## src/lpif_pkg.sv

```systemverilog
/*
  LPIF-side definitions shared by the adapter and its testbench.
  Holds the link state encodings and the known stream ids.
*/

`default_nettype none

package lpif_pkg;

  //////////////////////////////
  // Link state, LPIF encodings
  //////////////////////////////
  typedef enum logic [3:0] {
    st_reset     = 4'h0,
    st_active    = 4'h1,
    st_linkerror = 4'ha
  } lsm_state_t;

  // Stream id carried with every LPIF word
  typedef logic [7:0] stream_t;

  localparam stream_t mem_cache_stream_id = 8'h1;
  localparam stream_t io_stream_id        = 8'h2;
  localparam stream_t arb_mux_stream_id   = 8'h3;

endpackage

`default_nettype wire

```

## src/aib_pkg.sv

```systemverilog
/*
  Flit header layout on the AIB lane bus.
  The header sits in the top hdr_width bits of a lane word, data in the low bits.
*/

`default_nettype none

package aib_pkg;

  localparam int hdr_width = 10;

  // Bit positions inside the header
  localparam int hdr_valid_bit  = 9; // Lane word holds a flit
  localparam int hdr_credit_bit = 8; // One returned credit
  localparam int hdr_stream_lsb = 0; // 8-bit stream field

  typedef logic [hdr_width-1:0] lane_hdr_t;

endpackage

`default_nettype wire

```

## src/lpif_lsm.sv

```systemverilog
/*
  Link state machine. Moves between Reset, Active and LinkError
  from the LPIF state request and the PHY readiness inputs.
*/

`timescale 1ns/1ps
`default_nettype none

module lpif_lsm
(
  input  logic                 lclk,
  input  logic                 reset,
  input  logic [3:0]           lp_state_req,
  input  logic                 lp_linkerror,
  input  logic                 fs_mac_rdy,
  input  logic                 align_done,
  output lpif_pkg::lsm_state_t pl_state_sts,
  output logic                 link_active
);

  lpif_pkg::lsm_state_t state;
  lpif_pkg::lsm_state_t state_nxt;

  logic req_active;
  logic req_reset;
  logic phy_ready;

  assign req_active = (lp_state_req == lpif_pkg::st_active);
  assign req_reset  = (lp_state_req == lpif_pkg::st_reset);
  assign phy_ready  = fs_mac_rdy & align_done; // Far side up and lanes aligned

  //////////////////////////////
  // Next state
  //////////////////////////////
  always_comb
  begin
    state_nxt = state;
    case (state)
      lpif_pkg::st_reset:
      begin
        if (req_active && phy_ready)
          state_nxt = lpif_pkg::st_active;
      end
      lpif_pkg::st_active:
      begin
        // Far side dropping out counts as a link error
        if (lp_linkerror || !fs_mac_rdy)
          state_nxt = lpif_pkg::st_linkerror;
      end
      lpif_pkg::st_linkerror:
      begin
        if (req_reset && !lp_linkerror)
          state_nxt = lpif_pkg::st_reset;
      end
      default:
        state_nxt = lpif_pkg::st_reset;
    endcase
  end

  always_ff @(posedge lclk)
  begin
    if (reset)
      state <= lpif_pkg::st_reset;
    else
      state <= state_nxt;
  end

  assign pl_state_sts = state;
  assign link_active  = (state == lpif_pkg::st_active); // Gates the framer

endmodule

`default_nettype wire

```

## src/lpif_tx_framer.sv

```systemverilog
/*
  Downstream framer. Accepts LPIF words while it holds send credits
  and emits one registered lane word per cycle on data_in_f, with a
  header carrying flit-valid, stream id and one returned credit.
*/

`timescale 1ns/1ps
`default_nettype none

module lpif_tx_framer #(
  parameter int data_bytes    = 4,
  parameter int aib_lanes     = 2,
  parameter int bits_per_lane = 40,
  parameter int rx_fifo_depth = 8
)
(
  input  logic                               lclk,
  input  logic                               reset,
  input  logic                               link_active,
  input  logic                               lp_irdy,
  input  logic                               lp_valid,
  input  logic [data_bytes*8-1:0]            lp_data,
  input  lpif_pkg::stream_t                  lp_stream,
  input  logic                               credit_rcvd,
  input  logic                               rd_pop,
  output logic                               pl_trdy,
  output logic [aib_lanes*bits_per_lane-1:0] data_in_f
);

  localparam int lane_width = aib_lanes * bits_per_lane;
  localparam int cred_width = $clog2(rx_fifo_depth + 1);

  logic [cred_width-1:0]   credits;     // Free entries at the far receive buffer
  logic                    send;

  logic                    tx_valid_q;
  logic                    tx_credit_q; // Pending credit return
  lpif_pkg::stream_t       tx_stream_q;
  logic [data_bytes*8-1:0] tx_data_q;
  aib_pkg::lane_hdr_t      tx_hdr;

  assign pl_trdy = link_active && (credits != '0);
  assign send    = lp_irdy & lp_valid & pl_trdy;

  //////////////////////////////
  // Send credits
  //////////////////////////////
  always_ff @(posedge lclk)
  begin
    if (reset)
      credits <= cred_width'(rx_fifo_depth);
    else
    begin
      case ({send, credit_rcvd})
        2'b10:   credits <= credits - 1'b1;
        2'b01:   credits <= credits + 1'b1;
        default: credits <= credits; // None, or one spent and one back
      endcase
    end
  end

  // Header flags
  always_ff @(posedge lclk)
  begin
    if (reset)
    begin
      tx_valid_q  <= 1'b0;
      tx_credit_q <= 1'b0;
    end
    else
    begin
      tx_valid_q  <= send;
      tx_credit_q <= rd_pop; // Each pop rides out on the next word
    end
  end

  // Payload holds its last value between flits
  always_ff @(posedge lclk)
  begin
    if (send)
    begin
      tx_stream_q <= lp_stream;
      tx_data_q   <= lp_data;
    end
  end

  //////////////////////////////
  // Lane word assembly
  //////////////////////////////
  always_comb
  begin
    tx_hdr                                 = '0;
    tx_hdr[aib_pkg::hdr_valid_bit]         = tx_valid_q;
    tx_hdr[aib_pkg::hdr_credit_bit]        = tx_credit_q;
    tx_hdr[aib_pkg::hdr_stream_lsb +: $bits(lpif_pkg::stream_t)] = tx_stream_q;

    data_in_f                                   = '0;
    data_in_f[lane_width-1 -: aib_pkg::hdr_width] = tx_hdr;
    data_in_f[data_bytes*8-1:0]                 = tx_data_q;
  end

endmodule

`default_nettype wire

```

## src/lpif_rx_fifo.sv

```systemverilog
/*
  Receive buffer. Registers the lane word from dout, or from data_in_f
  in loopback, splits off the header and stores valid flits in a
  circular FIFO. Credit bits in received headers pulse credit_rcvd.
*/

`timescale 1ns/1ps
`default_nettype none

module lpif_rx_fifo #(
  parameter int data_bytes    = 4,
  parameter int aib_lanes     = 2,
  parameter int bits_per_lane = 40,
  parameter int rx_fifo_depth = 8
)
(
  input  logic                               lclk,
  input  logic                               reset,
  input  logic                               lpbk_en,
  input  logic [aib_lanes*bits_per_lane-1:0] data_in_f,
  input  logic [aib_lanes*bits_per_lane-1:0] dout,
  input  logic                               rd_pop,
  output logic                               rd_valid,
  output lpif_pkg::stream_t                  rd_stream,
  output logic [data_bytes*8-1:0]            rd_data,
  output logic                               credit_rcvd
);

  localparam int lane_width = aib_lanes * bits_per_lane;
  localparam int ptr_width  = (rx_fifo_depth > 1) ? $clog2(rx_fifo_depth) : 1;
  localparam int cnt_width  = $clog2(rx_fifo_depth + 1);

  logic [lane_width-1:0]   lane_sel;
  aib_pkg::lane_hdr_t      rx_hdr_q;
  logic [data_bytes*8-1:0] rx_data_q;
  logic                    wr_en;

  lpif_pkg::stream_t       mem_stream [rx_fifo_depth];
  logic [data_bytes*8-1:0] mem_data   [rx_fifo_depth];
  logic [ptr_width-1:0]    wr_ptr;
  logic [ptr_width-1:0]    rd_ptr;
  logic [cnt_width-1:0]    count;

  assign lane_sel = lpbk_en ? data_in_f : dout; // Loopback select

  //////////////////////////////
  // Input register
  //////////////////////////////
  always_ff @(posedge lclk)
  begin
    if (reset)
      rx_hdr_q <= '0;
    else
      rx_hdr_q <= lane_sel[lane_width-1 -: aib_pkg::hdr_width];
  end

  always_ff @(posedge lclk)
  begin
    rx_data_q <= lane_sel[data_bytes*8-1:0];
  end

  assign wr_en       = rx_hdr_q[aib_pkg::hdr_valid_bit];
  assign credit_rcvd = rx_hdr_q[aib_pkg::hdr_credit_bit]; // One cycle per header

  //////////////////////////////
  // Flit storage
  //////////////////////////////
  // Sender credits keep a write away from a full buffer
  always_ff @(posedge lclk)
  begin
    if (wr_en)
    begin
      mem_stream[wr_ptr] <= rx_hdr_q[aib_pkg::hdr_stream_lsb +: $bits(lpif_pkg::stream_t)];
      mem_data[wr_ptr]   <= rx_data_q;
    end
  end

  always_ff @(posedge lclk)
  begin
    if (reset)
    begin
      wr_ptr <= '0;
      rd_ptr <= '0;
      count  <= '0;
    end
    else
    begin
      if (wr_en)
        wr_ptr <= (wr_ptr == ptr_width'(rx_fifo_depth - 1)) ? '0 : wr_ptr + 1'b1;
      if (rd_pop)
        rd_ptr <= (rd_ptr == ptr_width'(rx_fifo_depth - 1)) ? '0 : rd_ptr + 1'b1;
      case ({wr_en, rd_pop})
        2'b10:   count <= count + 1'b1;
        2'b01:   count <= count - 1'b1;
        default: count <= count;
      endcase
    end
  end

  // Head entry
  assign rd_valid  = (count != '0);
  assign rd_stream = mem_stream[rd_ptr];
  assign rd_data   = mem_data[rd_ptr];

endmodule

`default_nettype wire

```

## src/lpif_rx_deliver.sv

```systemverilog
/*
  Upstream delivery stage. Pops the receive FIFO head every cycle one is
  present and registers it onto the pl_ ports. Flits with an unknown
  stream id are dropped and flagged on pl_error for one cycle.
*/

`timescale 1ns/1ps
`default_nettype none

module lpif_rx_deliver #(
  parameter int data_bytes = 4
)
(
  input  logic                    lclk,
  input  logic                    reset,
  input  logic                    rd_valid,
  input  lpif_pkg::stream_t       rd_stream,
  input  logic [data_bytes*8-1:0] rd_data,
  output logic                    rd_pop,
  output logic                    pl_valid,
  output logic                    pl_error,
  output lpif_pkg::stream_t       pl_stream,
  output logic [data_bytes*8-1:0] pl_data
);

  logic known;

  // No back-pressure upstream, so drain whenever possible
  assign rd_pop = rd_valid;

  assign known = (rd_stream == lpif_pkg::mem_cache_stream_id) ||
                 (rd_stream == lpif_pkg::io_stream_id)        ||
                 (rd_stream == lpif_pkg::arb_mux_stream_id);

  always_ff @(posedge lclk)
  begin
    if (reset)
    begin
      pl_valid <= 1'b0;
      pl_error <= 1'b0;
    end
    else
    begin
      pl_valid <= rd_pop & known;
      pl_error <= rd_pop & ~known; // Dropped flit
    end
  end

  always_ff @(posedge lclk)
  begin
    if (rd_pop && known)
    begin
      pl_stream <= rd_stream;
      pl_data   <= rd_data;
    end
  end

endmodule

`default_nettype wire

```

## src/lpif_adapter.sv

```systemverilog
/*
  LPIF to AIB link adapter, top level. Wires the link state machine,
  the downstream framer, the receive FIFO and the delivery stage,
  and passes the width and depth parameters down.
*/

`timescale 1ns/1ps
`default_nettype none

module lpif_adapter #(
  parameter int data_bytes    = 4,
  parameter int aib_lanes     = 2,
  parameter int bits_per_lane = 40,
  parameter int rx_fifo_depth = 8
)
(
  input  logic                               lclk,
  input  logic                               reset,

  // LPIF
  input  logic                               lp_irdy,
  input  logic                               lp_valid,
  input  logic [data_bytes*8-1:0]            lp_data,
  input  lpif_pkg::stream_t                  lp_stream,
  input  logic [3:0]                         lp_state_req,
  input  logic                               lp_linkerror,
  output logic                               pl_trdy,
  output logic                               pl_valid,
  output logic [data_bytes*8-1:0]            pl_data,
  output lpif_pkg::stream_t                  pl_stream,
  output logic                               pl_error,
  output lpif_pkg::lsm_state_t               pl_state_sts,
  output logic                               pl_lnk_up,

  // AIB
  output logic [aib_lanes*bits_per_lane-1:0] data_in_f,
  input  logic [aib_lanes*bits_per_lane-1:0] dout,
  input  logic                               fs_mac_rdy,
  input  logic                               align_done,

  input  logic                               lpbk_en
);

  logic                    link_active;
  logic                    credit_rcvd;
  logic                    rd_pop;
  logic                    rd_valid;
  lpif_pkg::stream_t       rd_stream;
  logic [data_bytes*8-1:0] rd_data;

  assign pl_lnk_up = link_active;

  //////////////////////////////
  // Link state machine
  //////////////////////////////
  lpif_lsm lpif_lsm_i (
    .lclk         (lclk),
    .reset        (reset),
    .lp_state_req (lp_state_req),
    .lp_linkerror (lp_linkerror),
    .fs_mac_rdy   (fs_mac_rdy),
    .align_done   (align_done),
    .pl_state_sts (pl_state_sts),
    .link_active  (link_active)
  );

  //////////////////////////////
  // Downstream
  //////////////////////////////
  lpif_tx_framer #(
    .data_bytes    (data_bytes),
    .aib_lanes     (aib_lanes),
    .bits_per_lane (bits_per_lane),
    .rx_fifo_depth (rx_fifo_depth)  // Far buffer size sets starting credits
  ) lpif_tx_framer_i (
    .lclk        (lclk),
    .reset       (reset),
    .link_active (link_active),
    .lp_irdy     (lp_irdy),
    .lp_valid    (lp_valid),
    .lp_data     (lp_data),
    .lp_stream   (lp_stream),
    .credit_rcvd (credit_rcvd),
    .rd_pop      (rd_pop),
    .pl_trdy     (pl_trdy),
    .data_in_f   (data_in_f)
  );

  //////////////////////////////
  // Upstream
  //////////////////////////////
  lpif_rx_fifo #(
    .data_bytes    (data_bytes),
    .aib_lanes     (aib_lanes),
    .bits_per_lane (bits_per_lane),
    .rx_fifo_depth (rx_fifo_depth)
  ) lpif_rx_fifo_i (
    .lclk        (lclk),
    .reset       (reset),
    .lpbk_en     (lpbk_en),
    .data_in_f   (data_in_f),
    .dout        (dout),
    .rd_pop      (rd_pop),
    .rd_valid    (rd_valid),
    .rd_stream   (rd_stream),
    .rd_data     (rd_data),
    .credit_rcvd (credit_rcvd)
  );

  lpif_rx_deliver #(
    .data_bytes (data_bytes)
  ) lpif_rx_deliver_i (
    .lclk      (lclk),
    .reset     (reset),
    .rd_valid  (rd_valid),
    .rd_stream (rd_stream),
    .rd_data   (rd_data),
    .rd_pop    (rd_pop),
    .pl_valid  (pl_valid),
    .pl_error  (pl_error),
    .pl_stream (pl_stream),
    .pl_data   (pl_data)
  );

endmodule

`default_nettype wire

```

## config.mk

```make
export PLATFORM = sky130hd
export DESIGN_NAME = lpif_adapter
export DESIGN_NICKNAME = d
export VERILOG_FILES = /design/src/lpif_pkg.sv /design/src/aib_pkg.sv /design/src/lpif_lsm.sv /design/src/lpif_tx_framer.sv /design/src/lpif_rx_fifo.sv /design/src/lpif_rx_deliver.sv /design/src/lpif_adapter.sv
export SDC_FILE = /design/constraint.sdc
export NUM_CORES = 1
export LEC_CHECK = 0
export BUFFER_PORTS_ARGS = -buffer_cell sky130_fd_sc_hd__buf_4
export CORE_MARGIN = 3
export CORE_UTILIZATION = 45
export DETAILED_ROUTE_END_ITERATION = 12
export HOLD_SLACK_MARGIN = 0.1
export PLACE_DENSITY = 0.68
export SYNTH_ARGS = -nofsm -noshare
export SYNTH_HDL_FRONTEND = slang
export SYNTH_HIERARCHICAL = 1
export SYNTH_SLANG_ARGS = --single-unit
```

## constraint.sdc

```tcl
create_clock -name lclk -period 5.9 [get_ports lclk]
set_input_delay 0.59 -clock lclk [delete_from_list [all_inputs] [get_ports lclk]]
set_output_delay 0.59 -clock lclk [all_outputs]
set_load 0.05 [all_outputs]
```

==> results of run 1 <==
-- flip-flops by register name, indices dropped and copies added (netlist names), named ones only --
name                          cells
lpif_rx_fifo_i/rd_ptr             3
lpif_rx_fifo_i/rx_data_q         32
lpif_tx_framer_i/credits          4
lpif_rx_fifo_i/rx_hdr_q          10
lpif_tx_framer_i/tx_credit_q      1
lpif_tx_framer_i/tx_valid_q       1
lpif_rx_deliver_i/pl_stream       8
lpif_rx_fifo_i/count              4
lpif_rx_deliver_i/pl_valid        1
lpif_rx_fifo_i/mem_stream        64
lpif_tx_framer_i/tx_stream_q      8
lpif_rx_fifo_i/mem_data         256
lpif_tx_framer_i/tx_data_q       32
lpif_rx_deliver_i/pl_error        1
lpif_lsm_i/pl_state_sts           2
lpif_rx_deliver_i/pl_data        32
lpif_rx_fifo_i/wr_ptr             3
-- worst min path at each step --
stage / startpoint / endpoint / slack, ps / cells after the start
detailed placement: lpif_tx_framer_i/tx_data_q[4] / lpif_rx_fifo_i/rx_data_q[4] / 490 / 1
finish: lp_stream[6] / lpif_tx_framer_i/tx_stream_q[6] / 200 / 1
global placement: lpif_rx_fifo_i/rd_ptr[1] / flop / 480 / 2
global route: lp_stream[2] / lpif_tx_framer_i/tx_stream_q[2] / 170 / 1
floorplan: lpif_rx_fifo_i/rd_ptr[1] / flop / 460 / 2
CTS: lp_stream[5] / lpif_tx_framer_i/tx_stream_q[5] / 160 / 1
-- cell usage after synthesis --
cell type and count:
nand2_1 3, o22ai_1 1, nand3b_1 1, or2_2 1, a32o_1 1, mux4_1 80
xor2_1 4, nor3_2 1, or4_1 1, a21oi_1 5, nand2b_1 6, buf_1 1
fa_1 1, o311a_1 1, a211o_1 1, nor2_1 36, a211oi_2 1, o21ai_0 3
or4_4 1, inv_1 7, nor3_1 4, a31oi_1 1, or3_1 1, clkbuf_1 15
mux2i_1 17, conb_1 2, buf_4 43, a21oi_4 1, ha_1 10, buf_6 10
o41a_1 1, mux2_2 73, nor3b_1 2, nor2b_1 4, edfxtp_1 400, a41oi_1 1
nand3_2 2, dfxtp_1 65, buf_2 4, xnor2_1 1, nor4_1 2, a21oi_2 1
-- per-layer routing --
layer  wire, um  share of wire (%)  global-route usage (%)
met1      13600                 41                    20.4
met2      17200                 52                    28.0
met3       1600                4.8                    2.91
met4        774                2.3                    5.21
met5          0                  0                       0
-- cells by family (layout without fill, tap and decap cells) --
family | count (synthesis) | after routing | share of synthesized area [%]
flops | 465 | 465 | 75.6
mux | 170 | 170 | 17.6
buf+inv | 80 | 290 | 3.08
simple gates | 65 | 65 | 1.85
compound gates | 18 | 18 | 0.789
fa+ha+maj | 11 | 11 | 0.824
xor+xnor | 5 | 5 | 0.249
other cells | 2 | 39 | 0.0426
-- worst max-delay path, stage by stage (launching register included) --
cell	delay, ps
dfxtp_4	850
mux4_1	660
mux2_2	300
or4_4	550
nor4_4	830
buf_4	580
-- metrics by stage --
| step | power, uW | worst slack (ps) | cells |
|---|---|---|---|
| 2_1_floorplan | 4980 | 1290 | 853 |
| 3_5_place_dp | 5230 | 1630 | 1486 |
| 5_1_grt | 8410 | 1540 | 1574 |
| 3_3_place_gp | 5210 | 1670 | 1486 |
| 6_report | 8080 | 1720 | 1574 |
| 4_1_cts | 8190 | 1590 | 1574 |
-- power breakdown --
group | total (uW) | switching (uW) | internal (uW) | leakage (uW)
Clock | 2930 | 1210 | 1720 | 0.000763
Combinational | 1260 | 558 | 698 | 0.00245
Sequential | 3900 | 198 | 3700 | 0.00415
-- cell type report --
class / instances / area [sq um] / area share (%)
clock buffer: 55 / 1270 / 6.04
clock inverter: 33 / 285 / 1.36
inverter: 7 / 26.3 / 0.125
multi-input combinational: 308 / 3960 / 18.9
sequential: 465 / 13300 / 63.5
tap: 511 / 639 / 3.05
timing repair buffer: 195 / 1460 / 6.98
==> impl_metrics.csv, run 1 <==
group,metric,value,unit
drt,routed_wl,33200,um
drt,dr.first_iter.drc_count,440,
clock_tree,cts_max_level,2,
clock_tree,cts_root_buffer,"clkbuf_16",
global_route,grt-ovfl-total,0,
timing,whs,197,ps
yosys,synthTopCellsByArea,"edfxtp_1, mux4_1, dfxtp_1, mux2_2, buf_4",
layout,num-fill-cells,2916,
yosys,yosysWarnings,6,
yosys,synth_top_area_share,68.2,%
clock_tree,cts_resized,0,
yosys,synthCells,816,
clock_tree,ctsLongestPathBuffers,3,
global_route,grt_pass1_vias,8542,
critical_path,crit_path_end_kind,"flop",
timing,rsz0062_at_grt,"no",
critical_path,reg2reg_slack,1720,ps
floorplanning,die-area,0.0415,sq mm
layout,antenna_cells,0,
floorplanning,pin_count,260,
timing,finalSetupViolCount,0,
clock_tree,clk_latency,560,ps
power,ir_worst_vdd,0.248,mV
placement,port_buffers,182,
timing,tns,0,ps
placement,dpl-instance-area,0.0194,sq mm
timing,maxSlewHeadroom,27.5,%
critical_path,critPathRequiredTime,6100,ps
drt,drc,0,
clock_tree,clock_sinks,465,
drt,ant_nets,0,
clock_tree,cts_setup_buffers,0,
clock_tree,cts_tree,"yes",
yosys,synth_seq_area_share,75.6,%
timing,fmaxAchievable,240,MHz
placement,gp_congestion,0.703,
clock_tree,holdBufCountCts,0,
outcome,status,"complete, no violations",
floorplanning,die_h,204,um
power,leakage,0.00737,uW
drt,first_pass_iters,4,
critical_path,worstReg2RegEnd,"lpif_rx_deliver_i/pl_data[21]",
layout,final_core_util,55.0,%
power,powerDensity,385,mW/mm^2
layout,final_layout_size_suffix_gt1_share,34.3,%
yosys,syn_area_per_cell,21.6,sq um
critical_path,crit_fanout,45,
floorplanning,coreArea,0.0381,sq mm
timing,fin_crit_sh,70.8,%
layout,layout_common_cells,"edfxtp_1, buf_4, mux4_1",
critical_path,worst_setup_path_start_kind,"flop",
clock_tree,cts_buffers,47,
yosys,yosys.area.top_type,"edfxtp_1",
critical_path,crit_path_end,"lpif_rx_deliver_i/pl_data[21]",
timing,finalMaxSlewViolations,0,
timing,fin_crit,4180,ps
global_route,grt_usage,16.0,%
timing,tightest_slew,1080,ps
layout,postLayoutCellArea,0.0210,sq mm
critical_path,cp.arrival,4380,ps
global_route,grt_pass1_wl,50000,um
floorplanning,initial_utilization,46.2,%
drt,viasPerCell,5.17,
yosys,synth_cell_type_count,42,
critical_path,critical_path_class,"reg -> reg",
timing,skew,12.7,ps
hold_path,min_path_type,"in -> reg",
yosys,syn_area,0.0176,sq mm
layout,area_growth,19.1,%
layout,layout_commonest_cell,"edfxtp_1",
job,maxCapViolCount,0,
clock_tree,path_clk_slew,70,ps
drt,route.vias.total,8136,
floorplanning,die_w,204,um
global_route,grt_max_degree,46,
global_route,antenna_found_initial,0,
drt,wl_per_cell,21.1,um
layout,fin_nets,1167,
critical_path,r2r_cells,5,
timing,hold_viol_final,0,
yosys,ys_ff_latch,465,
floorplanning,core.rowCount,71,
placement,dpl.hpwl,17900,um
Power figures use the tool's default switching activity.
==> run 2, diff against run 1 <==
clock period = 3.8 ns   (was 5.9 ns; I/O delays follow)
==> run 2 against run 1 <==
Compared with the run above:
- maximum frequency is 25% higher
- design area up 4.6%
- largest power group unchanged
- largest cell class unchanged
- setup slack worse by 1300 ps
- clock-buffer cell count up 11
==> impl_metrics.csv, run 2 (synthesis results as in run 1) <==
group,metric,value,unit
outcome,status,"complete, no violations",
clock_tree,clk_latency,560,ps
hold_path,min_path_type,"in -> reg",
layout,regMostFlops,"lpif_rx_fifo_i/mem_data",
layout,num-fill-cells,2793,
timing,hold_viol_final,0,
power,ir_worst_vdd,0.458,mV
layout,antenna_cells,0,
layout,layout_common_cells,"edfxtp_1, buf_4, dlygate4sd3_1",
timing,tns,0,ps
global_route,grt_pass1_wl,50800,um
job,maxCapViolCount,0,
clock_tree,cts_root_buffer,"clkbuf_16",
layout,final_layout_size_suffix_gt1_share,31.9,%
timing,fin_ws,458,ps
placement,port_buffers,182,
drt,dr.first_iter.drc_count,414,
placement,pre_cts_slack,433,ps
timing,fmaxAchievable,299,MHz
clock_tree,cts_resized,0,
layout,top_regs,"lpif_rx_fifo_i/mem_data x256, lpif_rx_fifo_i/mem_stream x64",
clock_tree,cts_max_level,2,
floorplanning,die_h,204,um
clock_tree,cts_tree,"yes",
critical_path,critPathRequiredTime,3980,ps
floorplanning,initial_utilization,46.2,%
clock_tree,ctsLongestPathBuffers,3,
timing,rsz0062_at_grt,"no",
layout,layout_commonest_cell,"edfxtp_1",
placement,dpl.hpwl,18400,um
timing,skew,17.8,ps
power,powerDensity,586,mW/mm^2
layout,largest_reg_flops,256,
critical_path,r2r_cells,5,
global_route,grt_pass1_vias,8966,
drt,wl_per_cell,20.0,um
layout,final_core_util,57.5,%
timing,finalMaxSlewViolations,0,
global_route,grt_usage,16.0,%
critical_path,reg2reg_slack,460,ps
global_route,grt-ovfl-total,0,
clock_tree,path_clk_slew,60,ps
clock_tree,cts_buffers,48,
layout,fin_nets,1256,
global_route,grt_max_degree,43,
timing,finalSetupViolCount,0,
timing,maxSlewHeadroom,32.7,%
timing,tightest_slew,1010,ps
timing,fin_crit_sh,87.9,%
drt,routed_wl,33300,um
floorplanning,die-area,0.0415,sq mm
layout,area_growth,24.5,%
critical_path,critical_path_class,"reg -> reg",
floorplanning,coreArea,0.0381,sq mm
global_route,antenna_found_initial,0,
drt,ant_nets,0,
critical_path,worstReg2RegEnd,"lpif_rx_deliver_i/pl_data[20]",
placement,gp_congestion,0.705,
critical_path,crit_path_end_kind,"flop",
clock_tree,clock_sinks,465,
floorplanning,core.rowCount,71,
critical_path,crit_fanout,34,
critical_path,cp.arrival,3520,ps
drt,viasPerCell,5.03,
floorplanning,pin_count,260,
floorplanning,die_w,204,um
power,leakage,0.00778,uW
drt,drc,0,
drt,route.vias.total,8367,
timing,fin_crit,3340,ps
layout,instances_no_fill,1664,
placement,post-place-cells,1493,
critical_path,worst_setup_path_start_kind,"flop",
drt,first_pass_iters,4,
critical_path,crit_path_end,"lpif_rx_deliver_i/pl_data[20]",
-- run 2: power breakdown --
part	total (uW)	switching [uW]	internal (uW)	leakage (uW)
logic	2120	968	1150	0.00283
clock network	4780	1860	2920	0.000799
registers	5940	198	5750	0.00415
-- run 2: layer usage --
metal	track usage [%]	part of all wire, %	vias to the layer above
li1	-	-	3866
met1	21.5	43	4269
met2	27.8	52	191
met3	2.52	3.8	41
met4	4.01	1.4	0
met5	0	0	-
-- run 2: final cells by class --
type / instances / area, sq um / area share, %
Tap cell: 511 / 639 / 2.92
Clock inverter: 24 / 332 / 1.51
Multi-Input combinational cell: 308 / 3960 / 18.1
Sequential cell: 465 / 13300 / 60.7
Inverter: 7 / 26.3 / 0.120
Timing Repair Buffer: 283 / 2330 / 10.6
Clock buffer: 66 / 1320 / 6.01
-- run 2: stage by stage --
step           hold slack (ps)  area [sq um]  total power, uW
6_report                   118         21900            12800
5_1_grt                    132         21900            13400
4_1_cts                    104         21900            13000
3_5_place_dp               492         19500             8130
3_3_place_gp               473         19500             8090
2_1_floorplan              442         17800             7740
-- run 2: worst max-delay path, stage by stage, from the launching register on --
cell and delay, ps:
dfxtp_4 500, mux4_1 590, mux2_2 300, or4_4 570, nor4_4 370, buf_4 610
-- run 2: worst min-delay path by stage --
| stage | cells after the start | from | slack, ps | to |
|---|---|---|---|---|
| 4_1_cts | 2 | dout[27] | 100 | lpif_rx_fifo_i/rx_data_q[27] |
| 5_1_grt | 3 | dout[76] | 130 | lpif_rx_fifo_i/rx_hdr_q[6] |
| 6_report | 3 | dout[74] | 120 | lpif_rx_fifo_i/rx_hdr_q[4] |
| 3_3_place_gp | 2 | lpif_rx_fifo_i/rd_ptr[1] | 470 | flop |
| 2_1_floorplan | 1 | reset | 440 | lpif_lsm_i/pl_state_sts[1] |
| 3_5_place_dp | 1 | lpif_tx_framer_i/tx_data_q[9] | 490 | lpif_rx_fifo_i/rx_data_q[9] |
-- run 2: what timing repair did --
item / 4_1_cts / 5_1_grt
hold endpoints to repair: 79 / 1
setup buffers: 0 / 0
hold buffers: 80 / 1
==> run 3, diff against run 2 <==
CORE_UTILIZATION = 30   (was 45)
PLACE_DENSITY = default   (was 0.68)
==> run 3 against run 2 <==
Compared with the run above:
- clock skew rose by 1.1 ps
- sequential share of layout area fell by 1.1 points
- register-to-register slack improved by 320 ps
- global-route usage fell by 4.3 points
- clock power rose by 4%
- critical path type unchanged
- highest routed layer unchanged
==> impl_metrics.csv, run 3 (synthesis results as in run 1) <==
group,metric,value,unit
critical_path,reg2reg_slack,780,ps
timing,finalSetupViolCount,0,
timing,tightest_slew,775,ps
global_route,grt-ovfl-total,0,
floorplanning,die_h,248,um
layout,final_layout_size_suffix_gt1_share,32.2,%
placement,dpl.hpwl,20500,um
timing,whs,164,ps
global_route,antenna_found_initial,0,
critical_path,critPathRequiredTime,4030,ps
clock_tree,clock_sinks,465,
power,ir_worst_vdd,0.281,mV
clock_tree,path_clk_slew,60,ps
floorplanning,pin_count,260,
power,power,13000,uW
clock_tree,cts_max_level,2,
drt,first_pass_iters,4,
power,leakage,0.00782,uW
hold_path,hp-start,"lp_state_req[0]",
clock_tree,cts_buffers,50,
drt,drc,0,
layout,top_regs,"lpif_rx_fifo_i/mem_data x256, lpif_rx_fifo_i/mem_stream x64",
drt,route.vias.total,8349,
outcome,status,"complete, no violations",
timing,maxSlewHeadroom,48.4,%
drt,ant_nets,0,
global_route,grt_pass1_vias,8864,
timing,fmaxAchievable,331,MHz
timing,fin_crit,3020,ps
critical_path,cpMaxStageDelayCell,"dfxtp_4",
clock_tree,cts_resized,0,
timing,skew,18.9,ps
clock_tree,cts_root_buffer,"clkbuf_16",
floorplanning,initial_utilization,30.4,%
timing,finalMaxSlewViolations,0,
power,powerDensity,584,mW/mm^2
critical_path,worst_setup_path_start_kind,"flop",
placement,port_buffers,182,
drt,wl_per_cell,18.9,um
layout,fin_nets,1259,
layout,layout_common_cells,"edfxtp_1, buf_4, dlygate4sd3_1",
layout,num-fill-cells,5264,
layout,regMostFlops,"lpif_rx_fifo_i/mem_data",
layout,largest_reg_flops,256,
floorplanning,die-area,0.0616,sq mm
critical_path,critical_path_class,"reg -> reg",
timing,hold_viol_final,0,
hold_path,hold_end,"lpif_lsm_i/pl_state_sts[0]",
job,maxCapViolCount,0,
layout,layout_commonest_cell,"edfxtp_1",
global_route,grt_max_degree,43,
layout,final_core_util,38.6,%
layout,antenna_cells,0,
critical_path,crit_fanout,24,
critical_path,critical_path_buf_inv_count,1,
floorplanning,coreArea,0.0579,sq mm
hold_path,min_path_type,"in -> reg",
timing,tns,0,ps
drt,routed_wl,36400,um
global_route,grt_usage,11.8,%
drt,dr.first_iter.drc_count,544,
timing,fin_crit_sh,79.6,%
critical_path,cp.arrival,3250,ps
critical_path,worstReg2RegEnd,"lpif_rx_deliver_i/pl_data[31]",
hold_path,hold_depth,3,
critical_path,cp_top_family,"multiplexers",
placement,gp_congestion,0.727,
layout,area_growth,26.8,%
clock_tree,cts_tree,"yes",
clock_tree,ctsLongestPathBuffers,3,
drt,viasPerCell,4.35,
clock_tree,clk_latency,580,ps
critical_path,cpPeakStageDelay,620,ps
critical_path,crit_path_end_kind,"flop",
timing,rsz0062_at_grt,"no",
critical_path,crit_chain,"mux4_1, mux2_2, or4_4, nor4_4, buf_4",
floorplanning,die_w,248,um
floorplanning,core.rowCount,88,
global_route,grt_pass1_wl,53400,um
critical_path,r2r_cells,5,
-- run 3: cell types whose count changed in the layout (fill, tap and decap cells not counted), sizes merged --
| cell | before | now |
|---|---|---|
| buf | 202 | 201 |
| clkbuf | 66 | 68 |
| clkinv | 12 | 15 |
| dlygate4sd3 | 81 | 83 |
| inv | 10 | 7 |
-- run 3: worst register-to-register path: stages, from the launching register on --
cell and delay [ps]:
dfxtp_4 620, mux4_1 630, mux2_2 300, or4_4 580, nor4_4 170, buf_4 370
-- run 3: repair_timing --
item	4_1_cts	5_1_grt
hold endpoints to repair	82	0
setup buffers	0	0
hold buffers	83	0
-- run 3: worst max path at each step --
stage | start | end | slack [ps] | depth (start not counted)
floorplan | lpif_rx_fifo_i/rx_hdr_q[9] | lpif_rx_fifo_i/mem_data[0][0] | 50 | 2
global placement | flop | lpif_rx_deliver_i/pl_data[8] | 770 | 5
detailed placement | flop | lpif_rx_deliver_i/pl_data[14] | 740 | 5
CTS | flop | lpif_rx_deliver_i/pl_data[31] | 740 | 5
global route | flop | lpif_rx_deliver_i/pl_data[31] | 650 | 5
finish | flop | lpif_rx_deliver_i/pl_data[31] | 780 | 5
-- run 3: final cells by class --
| cell class | count | area [sq um] | share of cell area [%] |
|---|---|---|---|
| multi-input cells | 308 | 3960 | 17.8 |
| repair buffers | 284 | 2340 | 10.5 |
| flip-flops and latches | 465 | 13300 | 59.7 |
| clock buffers | 68 | 1390 | 6.23 |
| clock inverters | 24 | 327 | 1.46 |
| well taps | 765 | 957 | 4.29 |
| inverters | 7 | 26.3 | 0.118 |
-- run 3: layer usage --
layer / global-route usage [%] / part of all wire [%] / up-vias
met3: 2.44 / 5.4 / 47
met1: 14.1 / 40 / 4246
met2: 21.3 / 52 / 190
li1: - / - / 3866
met5: 0 / 0 / -
met4: 3.52 / 2.0 / 0
-- run 3: power breakdown --
part,switching (uW),internal [uW],total [uW]
Combinational,935,1150,2080
Sequential,226,5750,5970
Clock,1930,3040,4980
Total,3100,9940,13000
-- run 3: per-stage QoR --
step                instances  area, sq um  worst slack [ps]
finish                   1921        22300               776
global route             1921        22300               646
CTS                      1921        22300               741
detailed placement       1746        19800               741
global placement         1746        19800               774
floorplan                 853        17800              52.4
